$ cat src/rtl/rename_pkg.sv
`default_nettype none

package rename_pkg;

    localparam int DATA_W      = 32;
    localparam int NUM_REGS    = 8;
    localparam int REG_IDX_W   = 3;
    localparam int NUM_RS      = 4;
    localparam int TAG_W       = 2;
    localparam int MUL_LATENCY = 4;
    localparam int CNT_W       = 3;   // Holds 0..MUL_LATENCY
    localparam int ADR_W       = 4;

    // Wishbone address decode
    localparam int REG_SEL_BIT = 3;   // Set selects a register access

    // Instruction word layout
    localparam int OP_MSB  = 17;
    localparam int OP_LSB  = 16;
    localparam int RD_MSB  = 10;
    localparam int RD_LSB  = 8;
    localparam int RS1_MSB = 6;
    localparam int RS1_LSB = 4;
    localparam int RS2_MSB = 2;
    localparam int RS2_LSB = 0;

    typedef logic [DATA_W-1:0] data_t;

    typedef struct packed {
        logic             valid;  // Value pending from this tag
        logic [TAG_W-1:0] tag;    // Station slot number
    } tag_t;

    typedef enum logic [1:0] {
        OP_ADD,
        OP_SUB,
        OP_AND,
        OP_MUL
    } alu_op_e;

    typedef enum logic [1:0] {
        IDLE,
        ISSUE,
        REG_WAIT,
        ACK
    } ctrl_state_e;

endpackage

`default_nettype wire

$ cat src/rtl/exec_unit.sv
`timescale 1ns/10ps
`default_nettype none

module exec_unit
    import rename_pkg::*;
(
    input  wire logic              clock,
    input  wire logic              reset,
    input  wire logic              disp_valid,
    input  wire alu_op_e           disp_op,
    input  wire logic [DATA_W-1:0] disp_a,
    input  wire logic [DATA_W-1:0] disp_b,
    input  wire logic [TAG_W-1:0]  disp_tag,
    output logic                   exec_ready,
    output logic                   cdb_valid,
    output logic      [TAG_W-1:0]  cdb_tag,
    output logic      [DATA_W-1:0] cdb_value
);

    logic [CNT_W-1:0] count_q;   // Cycles left until broadcast
    logic [TAG_W-1:0] tag_q;
    data_t            result_q;
    data_t            result;
    logic             start;

    // Free again in the broadcast cycle, so one-cycle ops can stream
    assign exec_ready = (count_q <= CNT_W'(1));
    assign start      = disp_valid && exec_ready;

    always_comb begin
        case (disp_op)
            OP_ADD:  result = disp_a + disp_b;
            OP_SUB:  result = disp_a - disp_b;
            OP_AND:  result = disp_a & disp_b;
            OP_MUL:  result = disp_a * disp_b;  // Low half of the product
            default: result = '0;
        endcase
    end

    always_ff @(posedge clock) begin
        if (reset) begin
            count_q <= '0;
        end else if (start) begin
            count_q <= (disp_op == OP_MUL) ? CNT_W'(MUL_LATENCY) : CNT_W'(1);
        end else if (count_q != '0) begin
            count_q <= count_q - CNT_W'(1);
        end
    end

    always_ff @(posedge clock) begin
        if (start) begin
            result_q <= result;
            tag_q    <= disp_tag;
        end
    end

    assign cdb_valid = (count_q == CNT_W'(1));
    assign cdb_tag   = tag_q;
    assign cdb_value = result_q;

endmodule

`default_nettype wire

$ cat src/rtl/issue_control.sv
`timescale 1ns/10ps
`default_nettype none

module issue_control
    import rename_pkg::*;
(
    input  wire logic                 clock,
    input  wire logic                 reset,
    input  wire logic                 cyc,
    input  wire logic                 stb,
    input  wire logic                 we,
    input  wire logic [ADR_W-1:0]     adr,
    input  wire logic [DATA_W-1:0]    wdata,
    input  wire logic                 slot_free,
    input  wire logic                 host_pending,
    output logic                      ack,
    output logic                      issue_valid,
    output alu_op_e                   issue_op,
    output logic      [REG_IDX_W-1:0] issue_rd,
    output logic      [REG_IDX_W-1:0] issue_rs1,
    output logic      [REG_IDX_W-1:0] issue_rs2,
    output logic      [REG_IDX_W-1:0] host_idx,
    output logic                      host_we,
    output logic      [DATA_W-1:0]    host_wdata
);

    ctrl_state_e state_q;
    ctrl_state_e state_d;
    logic        req;

    assign req = cyc && stb;

    // Instruction fields, held stable by the master until ack
    assign issue_op  = alu_op_e'(wdata[OP_MSB:OP_LSB]);
    assign issue_rd  = wdata[RD_MSB:RD_LSB];
    assign issue_rs1 = wdata[RS1_MSB:RS1_LSB];
    assign issue_rs2 = wdata[RS2_MSB:RS2_LSB];

    assign host_idx   = adr[REG_IDX_W-1:0];
    assign host_wdata = wdata;

    always_comb begin
        state_d = state_q;
        case (state_q)
            IDLE: begin
                if (req) begin
                    if (adr[REG_SEL_BIT]) begin
                        state_d = REG_WAIT;
                    end else if (we) begin
                        state_d = ISSUE;
                    end else begin
                        state_d = ACK;  // Read of the issue port returns no state
                    end
                end
            end
            ISSUE: begin
                if (!cyc) begin
                    state_d = IDLE;
                end else if (slot_free) begin
                    state_d = ACK;
                end
            end
            REG_WAIT: begin
                if (!cyc) begin
                    state_d = IDLE;
                end else if (!host_pending) begin
                    state_d = ACK;
                end
            end
            ACK:     state_d = IDLE;
            default: state_d = IDLE;
        endcase
    end

    always_ff @(posedge clock) begin
        if (reset) begin
            state_q <= IDLE;
        end else begin
            state_q <= state_d;
        end
    end

    assign issue_valid = (state_q == ISSUE) && cyc && slot_free;
    assign host_we     = (state_q == REG_WAIT) && cyc && we && !host_pending;
    assign ack         = (state_q == ACK);

endmodule

`default_nettype wire

$ cat src/rtl/map_table.sv
`timescale 1ns/10ps
`default_nettype none

module map_table
    import rename_pkg::*;
(
    input  wire logic                 clock,
    input  wire logic                 reset,
    input  wire logic                 issue_valid,
    input  wire logic [REG_IDX_W-1:0] issue_rd,
    input  wire logic [TAG_W-1:0]     free_tag,
    input  wire logic [REG_IDX_W-1:0] issue_rs1,
    input  wire logic [REG_IDX_W-1:0] issue_rs2,
    input  wire logic [REG_IDX_W-1:0] host_idx,
    input  wire logic                 cdb_valid,
    input  wire logic [TAG_W-1:0]     cdb_tag,
    output tag_t                      rs1_tag,
    output tag_t                      rs2_tag,
    output logic                      host_pending,
    output logic [REG_IDX_W:0]        cdb_rd_match  // {hit, register index}
);

    tag_t                map_q [NUM_REGS];
    logic [NUM_REGS-1:0] tag_hit;

    // Source lookups see the table before this cycle's update
    assign rs1_tag      = map_q[issue_rs1];
    assign rs2_tag      = map_q[issue_rs2];
    assign host_pending = map_q[host_idx].valid;

    always_comb begin
        for (int i = 0; i < NUM_REGS; i++) begin
            tag_hit[i] = map_q[i].valid && (map_q[i].tag == cdb_tag);
        end
    end

    // At most one entry holds a given tag
    always_comb begin
        cdb_rd_match = '0;
        for (int i = NUM_REGS - 1; i >= 0; i--) begin
            if (tag_hit[i]) begin
                cdb_rd_match = {1'b1, REG_IDX_W'(i)};
            end
        end
    end

    always_ff @(posedge clock) begin
        if (reset) begin
            for (int i = 0; i < NUM_REGS; i++) begin
                map_q[i] <= '0;
            end
        end else begin
            for (int i = 0; i < NUM_REGS; i++) begin
                if (issue_valid && (issue_rd == REG_IDX_W'(i))) begin
                    map_q[i] <= '{valid: 1'b1, tag: free_tag};  // Issue wins over clear
                end else if (cdb_valid && tag_hit[i]) begin
                    map_q[i].valid <= 1'b0;
                end
            end
        end
    end

endmodule

`default_nettype wire

$ cat src/rtl/register_file.sv
`timescale 1ns/10ps
`default_nettype none

module register_file
    import rename_pkg::*;
(
    input  wire logic                 clock,
    input  wire logic                 reset,
    input  wire logic [REG_IDX_W-1:0] issue_rs1,
    input  wire logic [REG_IDX_W-1:0] issue_rs2,
    input  wire logic [REG_IDX_W-1:0] host_idx,
    input  wire logic                 host_we,
    input  wire logic [DATA_W-1:0]    host_wdata,
    input  wire logic                 cdb_valid,
    input  wire logic [DATA_W-1:0]    cdb_value,
    input  wire logic [REG_IDX_W:0]   cdb_rd,      // {hit, register index}
    output logic      [DATA_W-1:0]    rs1_value,
    output logic      [DATA_W-1:0]    rs2_value,
    output logic      [DATA_W-1:0]    host_value
);

    data_t regs_q [NUM_REGS];

    assign rs1_value  = regs_q[issue_rs1];
    assign rs2_value  = regs_q[issue_rs2];
    assign host_value = regs_q[host_idx];

    always_ff @(posedge clock) begin
        if (reset) begin
            for (int i = 0; i < NUM_REGS; i++) begin
                regs_q[i] <= '0;
            end
        end else begin
            if (cdb_valid && cdb_rd[REG_IDX_W]) begin
                regs_q[cdb_rd[REG_IDX_W-1:0]] <= cdb_value;  // Retire latest rename only
            end
            if (host_we) begin
                regs_q[host_idx] <= host_wdata;
            end
        end
    end

endmodule

`default_nettype wire

$ cat src/rtl/rename_core.sv
`timescale 1ns/10ps
`default_nettype none

module rename_core
    import rename_pkg::*;
(
    input  wire logic              clock,
    input  wire logic              reset,
    input  wire logic              cyc,
    input  wire logic              stb,
    input  wire logic              we,
    input  wire logic [ADR_W-1:0]  adr,
    input  wire logic [DATA_W-1:0] wdata,
    output logic      [DATA_W-1:0] rdata,
    output logic                   ack
);

    logic                 issue_valid;
    alu_op_e              issue_op;
    logic [REG_IDX_W-1:0] issue_rd;
    logic [REG_IDX_W-1:0] issue_rs1;
    logic [REG_IDX_W-1:0] issue_rs2;
    logic                 slot_free;
    logic [TAG_W-1:0]     free_tag;

    logic [REG_IDX_W-1:0] host_idx;
    logic                 host_we;
    logic [DATA_W-1:0]    host_wdata;
    logic                 host_pending;

    tag_t                 rs1_tag;
    tag_t                 rs2_tag;
    logic [DATA_W-1:0]    rs1_value;
    logic [DATA_W-1:0]    rs2_value;

    logic                 disp_valid;
    alu_op_e              disp_op;
    logic [DATA_W-1:0]    disp_a;
    logic [DATA_W-1:0]    disp_b;
    logic [TAG_W-1:0]     disp_tag;
    logic                 exec_ready;

    logic                 cdb_valid;
    logic [TAG_W-1:0]     cdb_tag;
    logic [DATA_W-1:0]    cdb_value;
    logic [REG_IDX_W:0]   cdb_rd_match;

    issue_control u_issue_control (
        .clock, .reset, .cyc, .stb, .we, .adr, .wdata,
        .slot_free, .host_pending, .ack,
        .issue_valid, .issue_op, .issue_rd, .issue_rs1, .issue_rs2,
        .host_idx, .host_we, .host_wdata
    );

    map_table u_map_table (
        .clock, .reset, .issue_valid, .issue_rd, .free_tag,
        .issue_rs1, .issue_rs2, .host_idx, .cdb_valid, .cdb_tag,
        .rs1_tag, .rs2_tag, .host_pending, .cdb_rd_match
    );

    register_file u_register_file (
        .clock, .reset, .issue_rs1, .issue_rs2,
        .host_idx, .host_we, .host_wdata,
        .cdb_valid, .cdb_value,
        .cdb_rd     (cdb_rd_match),
        .rs1_value, .rs2_value,
        .host_value (rdata)           // Host read data
    );

    reservation_station u_reservation_station (
        .clock, .reset, .issue_valid, .issue_op,
        .rs1_tag, .rs2_tag, .rs1_value, .rs2_value,
        .exec_ready, .cdb_valid, .cdb_tag, .cdb_value,
        .slot_free, .free_tag,
        .disp_valid, .disp_op, .disp_a, .disp_b, .disp_tag
    );

    exec_unit u_exec_unit (
        .clock, .reset, .disp_valid, .disp_op, .disp_a, .disp_b, .disp_tag,
        .exec_ready, .cdb_valid, .cdb_tag, .cdb_value
    );

endmodule

`default_nettype wire

$ cat src/rtl/reservation_station.sv
`timescale 1ns/10ps
`default_nettype none

module reservation_station
    import rename_pkg::*;
(
    input  wire logic              clock,
    input  wire logic              reset,
    input  wire logic              issue_valid,
    input  wire alu_op_e           issue_op,
    input  wire tag_t              rs1_tag,
    input  wire tag_t              rs2_tag,
    input  wire logic [DATA_W-1:0] rs1_value,
    input  wire logic [DATA_W-1:0] rs2_value,
    input  wire logic              exec_ready,
    input  wire logic              cdb_valid,
    input  wire logic [TAG_W-1:0]  cdb_tag,
    input  wire logic [DATA_W-1:0] cdb_value,
    output logic                   slot_free,
    output logic      [TAG_W-1:0]  free_tag,
    output logic                   disp_valid,
    output alu_op_e                disp_op,
    output logic      [DATA_W-1:0] disp_a,
    output logic      [DATA_W-1:0] disp_b,
    output logic      [TAG_W-1:0]  disp_tag
);

    logic    [NUM_RS-1:0] busy_q;
    logic    [NUM_RS-1:0] inflight_q;  // Dispatched, result not yet broadcast
    alu_op_e              op_q    [NUM_RS];
    data_t                a_q     [NUM_RS];
    data_t                b_q     [NUM_RS];
    tag_t                 a_tag_q [NUM_RS];
    tag_t                 b_tag_q [NUM_RS];
    logic    [NUM_RS-1:0] ready;
    logic                 dispatch;
    logic                 rs1_fwd;
    logic                 rs2_fwd;

    assign rs1_fwd = rs1_tag.valid && cdb_valid && (rs1_tag.tag == cdb_tag);
    assign rs2_fwd = rs2_tag.valid && cdb_valid && (rs2_tag.tag == cdb_tag);

    // A tag is reused only after its result has left the bus
    always_comb begin
        slot_free = 1'b0;
        free_tag  = '0;
        for (int i = NUM_RS - 1; i >= 0; i--) begin
            if (!busy_q[i] && !inflight_q[i]) begin
                slot_free = 1'b1;
                free_tag  = TAG_W'(i);
            end
        end
    end

    always_comb begin
        disp_valid = 1'b0;
        disp_tag   = '0;
        for (int i = NUM_RS - 1; i >= 0; i--) begin
            ready[i] = busy_q[i] && !a_tag_q[i].valid && !b_tag_q[i].valid;
            if (ready[i]) begin
                disp_valid = 1'b1;
                disp_tag   = TAG_W'(i);  // Lowest ready slot
            end
        end
    end

    assign disp_op  = op_q[disp_tag];
    assign disp_a   = a_q[disp_tag];
    assign disp_b   = b_q[disp_tag];
    assign dispatch = disp_valid && exec_ready;

    always_ff @(posedge clock) begin
        if (reset) begin
            busy_q     <= '0;
            inflight_q <= '0;
        end else begin
            if (cdb_valid) begin
                inflight_q[cdb_tag] <= 1'b0;
            end
            if (dispatch) begin
                busy_q[disp_tag]     <= 1'b0;
                inflight_q[disp_tag] <= 1'b1;
            end
            if (issue_valid) begin
                busy_q[free_tag] <= 1'b1;
            end
        end
    end

    always_ff @(posedge clock) begin
        for (int i = 0; i < NUM_RS; i++) begin
            if (busy_q[i] && cdb_valid && a_tag_q[i].valid && (a_tag_q[i].tag == cdb_tag)) begin
                a_q[i]           <= cdb_value;
                a_tag_q[i].valid <= 1'b0;
            end
            if (busy_q[i] && cdb_valid && b_tag_q[i].valid && (b_tag_q[i].tag == cdb_tag)) begin
                b_q[i]           <= cdb_value;
                b_tag_q[i].valid <= 1'b0;
            end
        end
        if (issue_valid) begin
            op_q[free_tag]    <= issue_op;
            a_q[free_tag]     <= rs1_fwd ? cdb_value : rs1_value;
            b_q[free_tag]     <= rs2_fwd ? cdb_value : rs2_value;
            a_tag_q[free_tag] <= '{valid: rs1_tag.valid && !rs1_fwd, tag: rs1_tag.tag};
            b_tag_q[free_tag] <= '{valid: rs2_tag.valid && !rs2_fwd, tag: rs2_tag.tag};
        end
    end

endmodule

`default_nettype wire
$ cat config.mk
export PLATFORM = sky130hd
export DESIGN_NAME = rename_core
export DESIGN_NICKNAME = d
export VERILOG_FILES = /design/src/rtl/rename_pkg.sv /design/src/rtl/exec_unit.sv /design/src/rtl/issue_control.sv /design/src/rtl/map_table.sv /design/src/rtl/register_file.sv /design/src/rtl/rename_core.sv /design/src/rtl/reservation_station.sv
export SDC_FILE = /design/constraint.sdc
export NUM_CORES = 2
export LEC_CHECK = 0
export ABC_AREA = 0
export BUFFER_PORTS_ARGS = -buffer_cell sky130_fd_sc_hd__buf_2
export CORE_MARGIN = 2
export CORE_UTILIZATION = 50
export DETAILED_ROUTE_END_ITERATION = 10
export PLACE_DENSITY = 0.65
export SLEW_MARGIN = 30
export SYNTH_ARGS = -nofsm -noshare
export SYNTH_HDL_FRONTEND = slang
export SYNTH_SLANG_ARGS = --single-unit
$ cat constraint.sdc
create_clock -name clock -period 13 [get_ports clock]
set_input_delay 0.65 -clock clock [delete_from_list [all_inputs] [get_ports clock]]
set_output_delay 0.65 -clock clock [all_outputs]
set_load 0.02 [all_outputs]
== Word-level counts from Yosys, hierarchy flattened ==
Memories as Yosys holds them, arrays and structs flattened.
Cells that the tools add are included.

* Register bits after elaboration: 47
* Memory bits (writable): 568
* Output and inout port bits: 33
* Logic and storage cells: 336
* Memories: 7

* Add/sub/neg operators: 3
* Multiply operators: 1
* Magnitude comparators: 7
* Equal/unequal tests: 35
* Multiplexer cells: 154
* Bitwise operators: 23
* Reduce and logical (&&, ||, !) cells: 100

{| class="wikitable"
|+ Memory list
! name !! depth !! width !! rd ports !! clocked after Yosys merged registers in !! write ports !! line !! RTL
|-
| u_register_file.regs_q || 8 || 32 || 3 || 0 || 8 || register_file.sv:22 || <nowiki>data_t regs_q [NUM_REGS];</nowiki>
|-
| u_reservation_station.a_q || 4 || 32 || 1 || 0 || 5 || reservation_station.sv:31 || <nowiki>data_t a_q [NUM_RS];</nowiki>
|-
| u_reservation_station.b_q || 4 || 32 || 1 || 0 || 5 || reservation_station.sv:32 || <nowiki>data_t b_q [NUM_RS];</nowiki>
|-
| u_map_table.map_q || 8 || 3 || 11 || 0 || 8 || map_table.sv:23 || <nowiki>tag_t map_q [NUM_REGS];</nowiki>
|-
| u_reservation_station.a_tag_q || 4 || 3 || 4 || 0 || 5 || reservation_station.sv:33 || <nowiki>tag_t a_tag_q [NUM_RS];</nowiki>
|-
| u_reservation_station.b_tag_q || 4 || 3 || 4 || 0 || 5 || reservation_station.sv:34 || <nowiki>tag_t b_tag_q [NUM_RS];</nowiki>
|-
| 1 more memories || n/a || n/a || n/a || n/a || n/a || n/a ||
|}

{| class="wikitable"
|+ Operator list
! cell !! number
|-
| $mux 32 || 4
|-
| $pmux 32 s4 || 1
|-
| $mux 1 || 103
|-
| $logic_and 1x1->1 || 73
|-
| $reduce_or 32->1 || 2
|-
| $mux 4 || 14
|-
| $mux 3 || 13
|-
| $eq 2x2->1 || 18
|-
| $add 32x32->32 || 1
|-
| $and 32x32->32 || 1
|-
| $mul 32x32->32 || 1
|-
| $sub 32x32->32 || 1
|-
| $mux 2 || 15
|-
| $logic_not 1->1 || 19
|-
| $or 1x1->1 || 16
|-
| $eq 3x3->1 const B || 4
|-
| $lt 2x3->1 const B || 3
|-
| $and 4x4->4 || 2
|-
| $eq 2x2->1 const B || 4
|-
| $not 4->4 || 2
|-
| $or 4x4->4 || 2
|-
| $pmux 2 s4 || 1
|-
| $demux 1 s2 || 3
|-
| $eq 3x1->1 const B || 2
|-
| 13 further kinds || 18
|}

== Depth between registers and ports, before layout ==
An unclocked memory read counts as a cell.

* Word-level depth: 18
* Gate-level depth with buffers: 38
* Depth with buffers taken out: 33

== By module ==
Synthesis repeated with hierarchy kept, for this count alone.

* Cell total of the unflattened synthesis: 4,857
* Area, all modules: 54,636.2 um^2

{| class="wikitable"
|+ By module, submodules not included
! module !! instances !! cells each !! area each (um^2) !! sequential area each (um^2)
|-
| exec_unit || 1 || 2,222 || 19,690.1 || 1,081.0
|-
| register_file || 1 || 1,427 || 17,943.5 || 7,687.4
|-
| reservation_station || 1 || 990 || 14,655.3 || 8,808.4
|-
| map_table || 1 || 147 || 1,784.2 || 720.7
|-
| issue_control || 1 || 71 || 563.0 || 40.0
|}

== Least setup slack after synthesis ==
OpenSTA, ideal clock, no wires.

* Kind: register to register
* From: mem u_reservation_station.b_tag_q[3][2] (netlist name)
* To: reg u_exec_unit.result_q[31], in the netlist u_exec_unit.cdb_value[31], data pin
* Setup time: 270 ps
* Arrival: 8,767 ps
* Required time: 12,730 ps
* Slack: 3,962 ps
* Stages on the path, launching flop included: 35
* Path buffers: 6
* Clock period less this slack: 9,038 ps
* Path through: edfxtp_1 or3b_1 buf_2 buf_2 buf_2 o311ai_1 nand3_1 o21ai_1 clkbuf_1 clkbuf_1 nor2_1 fa_1 inv_1 fa_1 fa_1 fa_1 inv_1 fa_1 fa_1 fa_1 fa_1 ha_1 clkbuf_1 a21o_1 a21o_1 a21oi_1 o21ai_0 a21oi_1 nand2_1 o221ai_1 nor2_1 a2111oi_0 xnor3_1 a211oi_1 a21oi_1

{| class="wikitable"
|+ RTL lines
! what !! line !! RTL
|-
| start, declared || reservation_station.sv:34 ||
|-
| end signal, assigned || exec_unit.sv:52 || <nowiki>result_q <= result;</nowiki>
|-
| end, declared || exec_unit.sv:22 || <nowiki>data_t result_q;</nowiki>
|}

== Final worst setup path ==
* From: reg u_reservation_station.busy_q[2]
* To: reg u_exec_unit.result_q[31], in the netlist u_exec_unit.cdb_value[31], data pin

* Word-level cells in the longest chain between the ends: 8
* Elaborated cells on any way between the ends: 17

{| class="wikitable"
|+ Ends and longest elaborated chain
! what !! line !! RTL
|-
| start, declared || reservation_station.sv:28 || <nowiki>logic [NUM_RS-1:0] busy_q;</nowiki>
|-
| start signal, assigned || reservation_station.sv:74 || <nowiki>busy_q <= '0;</nowiki>
|-
| start signal, assigned by index || reservation_station.sv:81 || <nowiki>busy_q[disp_tag] <= 1'b0;</nowiki>
|-
| start signal, assigned by index || reservation_station.sv:85 || <nowiki>busy_q[free_tag] <= 1'b1;</nowiki>
|-
| $logic_and 1x1->1 (*) (2 in a row) || reservation_station.sv:59 || <nowiki>ready[i] = busy_q[i] && !a_tag_q[i].valid && !b_tag_q[i].valid;</nowiki>
|-
| $mux 2 (*) (3 in a row) || reservation_station.sv:60 || <nowiki>if (ready[i]) begin</nowiki>
|-
| $mem_v2 4x32, or another cell as far along || n/a ||
|-
| $mul 32x32->32, or another cell as far along || exec_unit.sv:35 || <nowiki>OP_MUL: result = disp_a * disp_b;</nowiki>
|-
| $pmux 32 s4 (*) || exec_unit.sv:31 || <nowiki>case (disp_op)</nowiki>
|-
| named net u_exec_unit.result[31] || exec_unit.sv:23 || <nowiki>data_t result;</nowiki>
|}

Mark *: on every way through the listed nets, which the timed path passes. The rest lies on a longest branch.
A chain may end at the register's enable or synchronous reset.

==> flow_metrics.py <==
metrics = {
    "critical_path": {
        "r2r_start": "u_reservation_station.busy_q[2]",
        "critPathLaunchType": "flip-flop",
        "cpPeakStageDelay_ps": 780,
        "critPathCaptureType": "flip-flop",
        "cpMostUsedCell": "fa_1",
        "cp.required_ps": 13370,
        "crit_fanout": 27,
        "cp.arrival_ps": 11400,
        "crit_path_start": "u_reservation_station.busy_q[2]",
        "slowest_stage": "o31a_1",
        "path_class": "flip-flop to flip-flop",
    },
    "die": {
        "rows": 116,
        "die_h_um": 322,
        "core_area_mm2": 0.100,
        "start_util_pct": 50.5,
        "die-area_mm2": 0.104,
        "die_w_um": 322,
        "ios": 74,
    },
    "global_route": {
        "track_usage_pct": 34.6,
        "gr-total-overflow": 0,
        "grt_max_degree": 102,
        "grt_antenna_before_repair": 4,
        "grt_pass1_wl_um": 263000,
        "grt_pass1_vias": 39980,
    },
    "run": {
        "maxCapViolations": 0,
    },
    "drt": {
        "ant_nets": 0,
        "via_per_inst": 6.72,
        "drtIter0Drc": 5676,
        "first_pass_iters": 8,
        "drt-total-wl_um": 180000,
        "post_drt_wl_per_cell_um": 29.9,
        "drc": 0,
        "vias": 40414,
    },
    "clocking": {
        "clock_sinks": 615,
        "cts_setup_buffers": 0,
        "cts_hold_buffers": 0,
        "cts_tree": "yes",
        "cts_buffers": 61,
        "clk_path_buf_depth": 3,
        "cts_root_buf": "clkbuf_16",
        "htree_levels": 2,
        "clock_latency_ps": 680,
        "cts_resized": 0,
        "clkTransAtPathRegs_ps": 60,
    },
    "yosys": {
        "synth_edf_count": 602,
        "synth_top_area_cell": "edfxtp_1",
        "yosysWarningCount": 0,
        "synth.cell_area_mm2": 0.0506,
        "async_flop_share_pct": 0,
        "syn_inst": 4789,
        "yosysSeqAreaShare_pct": 36.2,
        "synth.distinct_cells": 89,
        "synth_seq_cells": 615,
        "syn_area_per_cell_um2": 10.6,
        "ys_top_cells_by_area": "edfxtp_1 36%, fa_1 16%, mux4_2 6.2%",
        "synth_fp_nets": 5403,
        "synth_top_area_share_pct": 35.7,
        "dominantRegCellSynth": "edfxtp_1",
    },
    "final_layout": {
        "fin_nets": 5280,
        "final_cell_area_mm2": 0.0547,
        "drive_above_1_share_pct": 12.2,
        "areaGrowthSynthToFinish_pct": 8.07,
        "fillers": 8692,
    },
    "timing": {
        "rsz0062_at_grt": "no",
        "finalHoldViolCount": 0,
        "setup_viol": 0,
        "skew_ps": 35.7,
        "relSlewSlack_pct": 25.8,
        "fin_setup_tns_ps": 0,
        "finalMaxSlewViolations": 0,
        "clock.fmax_mhz": 90.7,
        "min_period_over_period_pct": 84.8,
        "fin_crit_ps": 11030,
        "tightest_slew_ps": 1110,
    },
    "hold_path": {
        "worstHoldStart": "we",
        "hp-class": "primary input to flip-flop",
    },
    "placed_design": {
        "post-dp-hpwl_um": 118000,
        "post_dp_cell_area_mm2": 0.0525,
        "gp_congestion": 0.980,
        "portBuffers": 73,
    },
    "status": {
        "status": "completed",
    },
}
-- synth_stat cells, drive strengths merged (10+ instances only) --
master and instances:
edfxtp 602, nor2 510, inv 437, fa 409
nand2 398, o21ai 344, clkbuf 292, a22o 259
a21oi 188, ha 164, mux4 140, a22oi 135
xnor2 118, buf 110, mux2i 66, nand2b 55
xor2 51, nand4 48, nor3 44, nand3 40
a21o 34, a211oi 23, o221ai 21, or3 21
and3 19, nor4 18, a31oi 15, o31ai 15
nor2b 14, o21bai 14, a221o 13, a221oi 13
and2 13, dfxtp 13, o21a 11, a311oi 10
-- metal layers --
layer,up-vias,GRT usage (%),share of wire (%)
met3,525,7.55,14
li1,16796,-,-
met2,3060,52.0,44
met1,20031,48.6,38
met5,-,0,0.012
met4,2,14.4,4.9
-- final timing paths --
check | endpoint | slack (ps) | depth (start not counted)
worst min-delay path | u_issue_control.state_q[1] | 340 | 3
worst max register to register | u_exec_unit.cdb_value[31] | 1970 | 30
worst min register to register | u_reservation_station.inflight_q[3] | 460 | 2
worst max-delay path | u_exec_unit.cdb_value[31] | 1970 | 30
-- metrics by stage --
step                      utilization, %  instances  setup slack, ps  hold WS [ps]
after floorplan                        -       4789             3960           436
after global placement              52.4       5899             2480           449
after detailed placement            52.4       5899             2320           453
after CTS                           54.5       6011             2250           317
after global routing                54.6       6013             1610           342
final                               54.6       6015             1970           339
-- cell type report --
cell class	instances	area (µm²)	share of cell area (%)
multi-input combinational	3327	29400	53.7
timing repair buffer	216	1510	2.76
antenna	2	5.00	0.00915
clock buffer	76	1630	2.99
tap	1298	1620	2.97
inverter	445	1670	3.05
sequential	615	18300	33.5
clock inverter	36	518	0.947
-- cells in the final DEF (no fill, tap or decap), drive strengths merged, types with 23 or more instances in the layout --
| cell type | count |
|---|---|
| a22o | 259 |
| nor3 | 44 |
| xor2 | 51 |
| nand4 | 48 |
| clkbuf | 76 |
| o21ai | 344 |
| a21o | 34 |
| nor2 | 510 |
| nand2 | 398 |
| buf | 216 |
| a211oi | 23 |
| xnor2 | 118 |
| nand3 | 40 |
| clkinv | 26 |
| a22oi | 135 |
| a21oi | 188 |
| inv | 441 |
| fa | 409 |
| edfxtp | 602 |
| ha | 164 |
| mux2i | 66 |
| nand2b | 55 |
| mux4 | 140 |
-- cell families (layout without fill, tap and decap cells) --
group | after synthesis | in the layout | synth area share, %
compound gates | 1148 | 1148 | 15.6
simple gates | 1222 | 1222 | 10.7
other cells | 0 | 2 | 0
fa+ha+maj | 573 | 573 | 20.2
flops | 615 | 615 | 36.2
xor+xnor | 172 | 172 | 3.07
mux | 212 | 212 | 7.67
buf+inv | 847 | 773 | 6.52
-- state kept, by name (all words and copies together) (netlist names) --
register / count
u_map_table.map_q: 24
u_reservation_station.b_tag_q: 12
u_reservation_station.b_q: 128
u_reservation_station.a_q: 128
u_register_file.regs_q: 256
u_issue_control.state_q: 2
u_reservation_station.a_tag_q: 12
u_reservation_station.op_q: 8
u_reservation_station.inflight_q: 4
u_exec_unit.cdb_value: 32
u_reservation_station.busy_q: 4
u_exec_unit.count_q: 3
u_exec_unit.cdb_tag: 2
-- worst max-delay path, delay by kind of cell (launching register included) --
kind	cells	cell delay, ps
adder cells (fa/ha/maj)	9	3860
AO/OA/AOI/OAI	12	3690
AND/OR/NAND/NOR	4	1090
buffers and inverters	4	850
flip-flops	1	740
XOR/XNOR	1	470
Power is left out: the tool's default activity adds up to more than one toggle a clock period on the data nets, which glitch-free logic cannot reach.
